--- src/mem_bus_pkg.sv ---
package mem_bus_pkg;

	// ~~~~~~~~~~~~~~~~~~~~~~~~~~~~~~
	// channel payloads
	// ~~~~~~~~~~~~~~~~~~~~~~~~~~~~~~

	typedef struct packed {
		logic [31:0] addr;
		logic [2:0]  size;
	} ar_t;

	typedef struct packed {
		logic [31:0] data;
		logic [1:0]  resp;
	} r32_t;

	typedef struct packed {
		logic [63:0] data;
		logic [1:0]  resp;
	} r64_t;

	typedef struct packed {
		logic [31:0] addr;
		logic [2:0]  size;
	} aw_t;

	typedef struct packed {
		logic [63:0] data;
		logic [7:0]  strb;
	} w_t;

	typedef struct packed {
		logic [1:0] resp;
	} b_t;

	// ~~~~~~~~~~~~~~~~~~~~~~~~~~~~~~
	// address map and sizes
	// ~~~~~~~~~~~~~~~~~~~~~~~~~~~~~~

	localparam logic [31:0] CLINT_BASE = 32'h0200_0000;
	localparam logic [31:0] CLINT_LAST = 32'h0200_ffff;
	localparam logic [31:0] MTIME_LO   = 32'h0200_bff8;
	localparam logic [31:0] MTIME_HI   = 32'h0200_bffc;

	localparam int MEM_WORDS = 1024;         // 64-bit words, 8 KiB
	localparam int MEM_IDX_W = $clog2(MEM_WORDS);

	localparam logic [1:0] RESP_OKAY = 2'd0;
	localparam logic [2:0] IFU_SIZE  = 3'd2; // fetch is always one word

	// true for any address inside the clint window
	function automatic logic in_clint(logic [31:0] addr);
		return (addr >= CLINT_BASE) && (addr <= CLINT_LAST);
	endfunction

endpackage

--- src/mem_xbar.sv ---
module mem_xbar (
	input  logic              clock,
	input  logic              rst_n,

	input  mem_bus_pkg::ar_t  ifu_ar,
	input  logic              ifu_arvalid,
	output logic              ifu_arready,
	output mem_bus_pkg::r32_t ifu_r,
	output logic              ifu_rvalid,
	input  logic              ifu_rready,

	input  mem_bus_pkg::ar_t  lsu_ar,
	input  logic              lsu_arvalid,
	output logic              lsu_arready,
	output mem_bus_pkg::r32_t lsu_r,
	output logic              lsu_rvalid,
	input  logic              lsu_rready,
	input  mem_bus_pkg::aw_t  lsu_aw,
	input  logic              lsu_awvalid,
	output logic              lsu_awready,
	input  logic [31:0]       lsu_wdata,
	input  logic [7:0]        lsu_wstrb,
	input  logic              lsu_wvalid,
	output logic              lsu_wready,
	output mem_bus_pkg::b_t   lsu_b,
	output logic              lsu_bvalid,
	input  logic              lsu_bready,

	output mem_bus_pkg::ar_t  sram_ar,
	output logic              sram_arvalid,
	input  logic              sram_arready,
	input  mem_bus_pkg::r64_t sram_r,
	input  logic              sram_rvalid,
	output logic              sram_rready,
	output mem_bus_pkg::aw_t  sram_aw,
	output logic              sram_awvalid,
	input  logic              sram_awready,
	output mem_bus_pkg::w_t   sram_w,
	output logic              sram_wvalid,
	input  logic              sram_wready,
	input  mem_bus_pkg::b_t   sram_b,
	input  logic              sram_bvalid,
	output logic              sram_bready,

	output mem_bus_pkg::ar_t  clint_ar,
	output logic              clint_arvalid,
	input  logic              clint_arready,
	input  mem_bus_pkg::r32_t clint_r,
	input  logic              clint_rvalid,
	output logic              clint_rready
);

	import mem_bus_pkg::*;

	typedef enum logic [1:0] {
		GNT_IDLE,
		GNT_IFU,
		GNT_LSU
	} gnt_t;

	gnt_t gnt_q;
	logic sel_clint_q;  // outstanding lsu read went to the clint
	logic half_q;       // addr[2] of the outstanding read
	logic idle;
	logic req_ifu;
	logic req_lsu;
	logic lsu_to_clint;
	logic ar_fire;
	logic r_fire;
	r32_t sram_half;

	// ~~~~~~~~~~~~~~~~~~~~~~~~~~~~~~
	// read request, ifu first
	// ~~~~~~~~~~~~~~~~~~~~~~~~~~~~~~

	assign idle         = (gnt_q == GNT_IDLE);
	assign req_ifu      = idle & ifu_arvalid;
	assign req_lsu      = idle & ~ifu_arvalid & lsu_arvalid;
	assign lsu_to_clint = in_clint(lsu_ar.addr);

	assign sram_arvalid  = req_ifu | (req_lsu & ~lsu_to_clint);
	assign sram_ar       = req_ifu ? ar_t'{addr: ifu_ar.addr, size: IFU_SIZE} : lsu_ar;
	assign clint_arvalid = req_lsu & lsu_to_clint;
	assign clint_ar      = lsu_ar;

	assign ifu_arready = req_ifu & sram_arready;
	assign lsu_arready = req_lsu & (lsu_to_clint ? clint_arready : sram_arready);

	assign ar_fire = ifu_arready | lsu_arready;
	assign r_fire  = (ifu_rvalid & ifu_rready) | (lsu_rvalid & lsu_rready);

	always_ff @(posedge clock) begin
		if (!rst_n)
			gnt_q <= GNT_IDLE;
		else if (ar_fire)
			gnt_q <= req_ifu ? GNT_IFU : GNT_LSU;
		else if (r_fire)
			gnt_q <= GNT_IDLE;
	end

	always_ff @(posedge clock) begin
		if (ar_fire) begin
			sel_clint_q <= clint_arvalid;
			half_q      <= req_ifu ? ifu_ar.addr[2] : lsu_ar.addr[2];
		end
	end

	// ~~~~~~~~~~~~~~~~~~~~~~~~~~~~~~
	// read response
	// ~~~~~~~~~~~~~~~~~~~~~~~~~~~~~~

	assign sram_half.data = half_q ? sram_r.data[63:32] : sram_r.data[31:0];
	assign sram_half.resp = sram_r.resp;

	assign ifu_rvalid = (gnt_q == GNT_IFU) & sram_rvalid;
	assign lsu_rvalid = (gnt_q == GNT_LSU) & (sel_clint_q ? clint_rvalid : sram_rvalid);
	assign ifu_r      = sram_half;
	assign lsu_r      = sel_clint_q ? clint_r : sram_half;

	assign sram_rready  = ((gnt_q == GNT_IFU) & ifu_rready) |
	                      ((gnt_q == GNT_LSU) & ~sel_clint_q & lsu_rready);
	assign clint_rready = (gnt_q == GNT_LSU) & sel_clint_q & lsu_rready;

	// ~~~~~~~~~~~~~~~~~~~~~~~~~~~~~~
	// writes, straight to sram
	// ~~~~~~~~~~~~~~~~~~~~~~~~~~~~~~

	assign sram_aw      = lsu_aw;
	assign sram_awvalid = lsu_awvalid;
	assign lsu_awready  = sram_awready;

	assign sram_w.data = {2{lsu_wdata}}; // strobe picks the half
	assign sram_w.strb = lsu_wstrb;
	assign sram_wvalid = lsu_wvalid;
	assign lsu_wready  = sram_wready;

	assign lsu_b       = sram_b;
	assign lsu_bvalid  = sram_bvalid;
	assign sram_bready = lsu_bready;

	a_one_master: assert property (@(posedge clock) disable iff (!rst_n)
		!((ifu_arready || ifu_rvalid) && (lsu_arready || lsu_rvalid)));

endmodule

--- config.mk ---
export PLATFORM = sky130hd
export DESIGN_NAME = mem_xbar
export DESIGN_NICKNAME = d
export VERILOG_FILES = /design/src/mem_bus_pkg.sv /design/src/mem_xbar.sv
export SDC_FILE = /design/constraint.sdc
export NUM_CORES = 1
export LEC_CHECK = 0
export BUFFER_PORTS_ARGS = -buffer_cell sky130_fd_sc_hd__clkbuf_2
export CAP_MARGIN = 0
export CORE_AREA = 4 4 199 201
export CTS_BUF_LIST = sky130_fd_sc_hd__clkbuf_16
export DETAILED_ROUTE_END_ITERATION = 6
export DIE_AREA = 0 0 203 205
export PLACE_DENSITY = 0.3
export SYNTH_ARGS = -nofsm -noshare
export SYNTH_HDL_FRONTEND = slang
export SYNTH_SLANG_ARGS = --single-unit
--- constraint.sdc ---
create_clock -name clock -period 2.09 [get_ports clock]
set_input_delay 0 -clock clock [delete_from_list [all_inputs] [get_ports clock]]
set_output_delay 0 -clock clock [all_outputs]
set_load 0.02 [all_outputs]
### Word level (Yosys, flattened, before mapping)

Cells that the tools add are included.

| word-level totals | value |
|---|---|
| logic and storage cells | 42 |
| output and inout bits | 261 |
| bits of input ports | 263 |
| register bits | 4 |

| cells by class | value |
|---|---|
| eq/ne operators | 2 |
| reduce and logical (&&, ||, !) cells | 3 |
| multiplexer cells | 9 |
| magnitude comparators | 2 |
| bitwise logic cells | 23 |

Operators by type and width:

| cell | count |
|---|---|
| two-way mux 35 bit | 1 |
| two-way mux 34 bit | 1 |
| >= comparator 32 x 26 -> 1 bit, second input constant | 1 |
| <= comparator 32 x 26 -> 1 bit, second input constant | 1 |
| two-way mux 32 bit | 1 |
| AND 1 bit | 16 |
| two-way mux 2 bit | 3 |
| bitwise OR 1 bit | 4 |
| two-way mux 1 bit | 3 |
| inverter 1 bit | 3 |
| == test 2 x 1 -> 1 bit, second input constant | 1 |
| == test 2 bit, second input constant | 1 |
| zero test 2 bit | 1 |
| nonzero test 2 bit | 1 |
| logical AND 1 bit | 1 |

### Depth between registers and ports, before layout

| depth | value |
|---|---|
| word-level depth | 6 |
| mapped depth | 6 |
| gate-level depth less buffers | 4 |

### Worst setup path before layout

OpenSTA, ideal clock, no wires.

| timing | value |
|---|---|
| path kind | register to register |
| from | register gnt_q[1] |
| to | register half_q, enable pin |
| arrival | 1.342 ns |
| data required time | 1.793 ns |
| stages on the path, launching flop included | 5 |
| setup slack | 0.451 ns |
| buffers on the path | 1 |
| cells stage by stage | dfxtp_1 > buf_6 > or4b_4 > nor2_4 > a22o_1 |

| between the ends | value |
|---|---|
| longest elaborated chain between the ends | 5 |
| elaborated cells between the ends (all ways) | 7 |
| classes of those cells | 6 x bitwise; 1 x reduce/logical |

Ends and longest elaborated chain:

| item | RTL line | source |
|---|---|---|
| start, declared | mem_xbar.sv:61 | `gnt_t gnt_q;` |
| start signal, assigned | mem_xbar.sv:96 | `gnt_q <= req_ifu ? GNT_IFU : GNT_LSU;` |
| zero test 2 bit * | mem_xbar.sv:76 | `assign idle = (gnt_q == GNT_IDLE);` |
| AND 1 bit (2 in a row) | mem_xbar.sv:78 | `assign req_lsu = idle & ~ifu_arvalid & lsu_arvalid;` |
| AND 1 bit | mem_xbar.sv:87 | `assign lsu_arready = req_lsu & (lsu_to_clint ? clint_arready : sram_arready);` |
| bitwise OR 1 bit * | mem_xbar.sv:89 | `assign ar_fire = ifu_arready \| lsu_arready;` |
| via ar_fire | mem_xbar.sv:68 | `logic ar_fire;` |
| end signal, assigned | mem_xbar.sv:104 | `half_q <= req_ifu ? ifu_ar.addr[2] : lsu_ar.addr[2];` |
| end, declared | mem_xbar.sv:63 | `logic half_q;` |

The timed path passes the listed nets; every way through them passes the cells marked *.
A chain may end at the register's enable or synchronous reset.

==> results.sh <==
export IMPL_outcome="completed"
export IMPL_synth_simple_gate_area_share_pct=6.40
export IMPL_synth_edf_count=2
export IMPL_ys_seq_area_share_pct=3.76
export IMPL_synthesis_nets=563
export IMPL_drt_iter0_markers=64
export IMPL_hp_class="in -> out"
export IMPL_maxSlewHeadroom_pct=69.6
export IMPL_setup_viol_count_final=0
export IMPL_fp_dieW_um=203
export IMPL_hold_depth=0
export IMPL_holdBufCountCts=0
export IMPL_dr_total_vias=2673
export IMPL_clk_pin_slew_ns=0.03
export IMPL_synthAdderAreaFrac_pct=0
export IMPL_clock_latency_ns=0.23
export IMPL_yosys_area_top_type="buf_4"
export IMPL_p_leak_nw=1.92
export IMPL_worst_pin_slew_ns=0.452
export IMPL_synth_cells=300
export IMPL_numClockSinks=4
export IMPL_finalCoreUtilization_pct=10.2
export IMPL_crit_arrival_ns=1.83
export IMPL_viasPerCell=2.73
export IMPL_wl_um=12400
export IMPL_drc=0
export IMPL_clock_fmax_mhz=546
export IMPL_end_kind="output pin"
export IMPL_die_area_um2=41600
export IMPL_reg2regPathDepth=3
export IMPL_drt_first_pass_iters=4
export IMPL_antenna_cells=0
export IMPL_postCtsSetupBuffers=0
export IMPL_cts_tree="yes"
export IMPL_clock_path_buffers=2
export IMPL_synth_xor_area_share_pct=0
export IMPL_cp_data_required_time_ns=2.09
export IMPL_die_h_um=205
export IMPL_num_rows=71
export IMPL_muxShareOfSynthArea_pct=42.2
export IMPL_grt_use_total_pct=5.11
export IMPL_cts_buffers=3
export IMPL_ys_ff_latch=4
export IMPL_grt_pass1_vias=2617
export IMPL_yosys_warnings=0
export IMPL_overflow=0
export IMPL_synthesis_area_um2=2660
export IMPL_synthArstFlopShare_pct=0
export IMPL_drive_gt1_share_pct=89.3
export IMPL_clock_skew_ns=0.00172
export IMPL_rsz0062_at_grt="no"
export IMPL_start_kind="flip-flop"
export IMPL_core_area_um2=37600
export IMPL_fin_crit_ns=1.83
export IMPL_ys_flop_type="edfxtp_1"
export IMPL_start_util_pct=7.08
export IMPL_synth_distinct_cells=30
export IMPL_gp_congestion=0.661
export IMPL_p_per_area_nw_per_um2=373
export IMPL_avgSynthCellArea_um2=8.87
export IMPL_cp_max_fo=29
export IMPL_cts_max_level=1
export IMPL_clock_root_buffer="clkbuf_16"
export IMPL_routedWlPerCell_um=12.6
export IMPL_maxCapViolCount=0
export IMPL_pin_count=524
export IMPL_ir_drop_mv=0.182
export IMPL_areaGrowthSynthToFinish_pct=44.7
export IMPL_crit_type="reg -> out"
export IMPL_cts_resized=0
export IMPL_drv_slew=0
export IMPL_grt_max_degree=38
export IMPL_fin_setup_tns_ns=0
export IMPL_netlist_area_leader_share_pct=43.5
export IMPL_synthTopCellsByArea="buf_4 (43%), mux2_2 (34%), mux2_1 (7.6%)"
export IMPL_synth_compound_area_share_pct=1.46
export IMPL_finalNetCount=731
export IMPL_wl_met2_um=5740
export IMPL_min_period_over_period_pct=87.7
export IMPL_synth_top_family_by_area="buffers and inverters"
export IMPL_final_common_cell="clkbuf_2"
export IMPL_antenna_found_initial=0
export IMPL_wl_met3_um=1930
export IMPL_top_layer="met4"
export IMPL_antenna_left=0
export IMPL_dp_hpwl_um=11300
export IMPL_layout_common_cells="clkbuf_2 (322), mux2_2 (80), mux2_1 (18)"
export IMPL_grt_pass1_wl_um=16400
export IMPL_portBuffers=322
export IMPL_wl_met1_um=4610
export IMPL_hold_viol=0
[final cells by class]
type | instances | area [um^2]
timing repair buffer | 328 | 1690
multi-input combinational | 131 | 1340
clock buffer | 3 | 75.1
tap | 511 | 639
fill | 4392 | 33700
clock inverter | 1 | 3.75
sequential | 4 | 100
[per-stage QoR]
step / power (mW) / hold slack [ns] / worst slack, ns / std cells / cell area, um^2
6_report: 1.44 / 0.00000655 / 0.257 / 978 / 3850
5_1_grt: 1.52 / 0.0000393 / 0.162 / 978 / 3850
4_1_cts: 1.46 / 0.000137 / 0.214 / 978 / 3850
3_5_place_dp: 1.15 / 0.000137 / 0.428 / 974 / 3770
3_3_place_gp: 1.15 / 0.000137 / 0.433 / 974 / 3770
2_1_floorplan: 1.06 / 0.113 / 0.451 / 300 / 2660
[layer usage]
metal  global-route usage, %  up-vias
li1                        -     1209
met1                    5.96     1174
met2                    8.20      277
met3                    3.10       13
met4                   0.800        0
met5                       0        -
[power breakdown]
group / internal [mW] / leakage [nW] / switching (mW)
combinational: 0.446 / 1.84 / 0.586
sequential: 0.0884 / 0.0358 / 0.00717
clock: 0.248 / 0.0423 / 0.0624
total: 0.782 / 1.92 / 0.655
[registers in the layout, summed over array words and instances (netlist names)]
name         flops
half_q           1
gnt_q            2
sel_clint_q      1
[worst max-delay path: stages (launching register included)]
cell	delay, ns
dfxtp_1	0.39
nor3b_2	0.28
buf_12	0.23
buf_4	0.20
mux2_2	0.34
clkbuf_2	0.15
[synth_stat cells (2+ instances only)]
| library cell | count |
|---|---|
| buf_6 | 3 |
| edfxtp_1 | 2 |
| nor2b_1 | 3 |
| dfxtp_1 | 2 |
| o21ai_0 | 2 |
| buf_4 | 154 |
| nor2_1 | 3 |
| nor3b_1 | 2 |
| nor4_1 | 3 |
| buf_2 | 6 |
| nand2_1 | 4 |
| mux2i_1 | 2 |
| mux2_1 | 18 |
| mux2_2 | 80 |
[cells by family after synthesis]
logic type / count (synthesis)
flip-flops: 4
multiplexers: 100
AND/OR/NAND/NOR: 25
buffers and inverters: 165
AO/OA/AOI/OAI: 6
[final timing paths]
path	to	slack, ns	startpoint
worst min register to register	gnt_q[0]$_SDFFE_PN0P_	0.63	gnt_q[0]$_SDFFE_PN0P_
worst min-delay path	sram_w[1]	0.000007	lsu_wstrb[1]
worst max-delay path	sram_ar[8]	0.26	gnt_q[1]$_SDFFE_PN0P_
worst max register to register	half_q$_DFFE_PP_	0.48	gnt_q[1]$_SDFFE_PN0P_
Power figures use the tool's default switching activity.
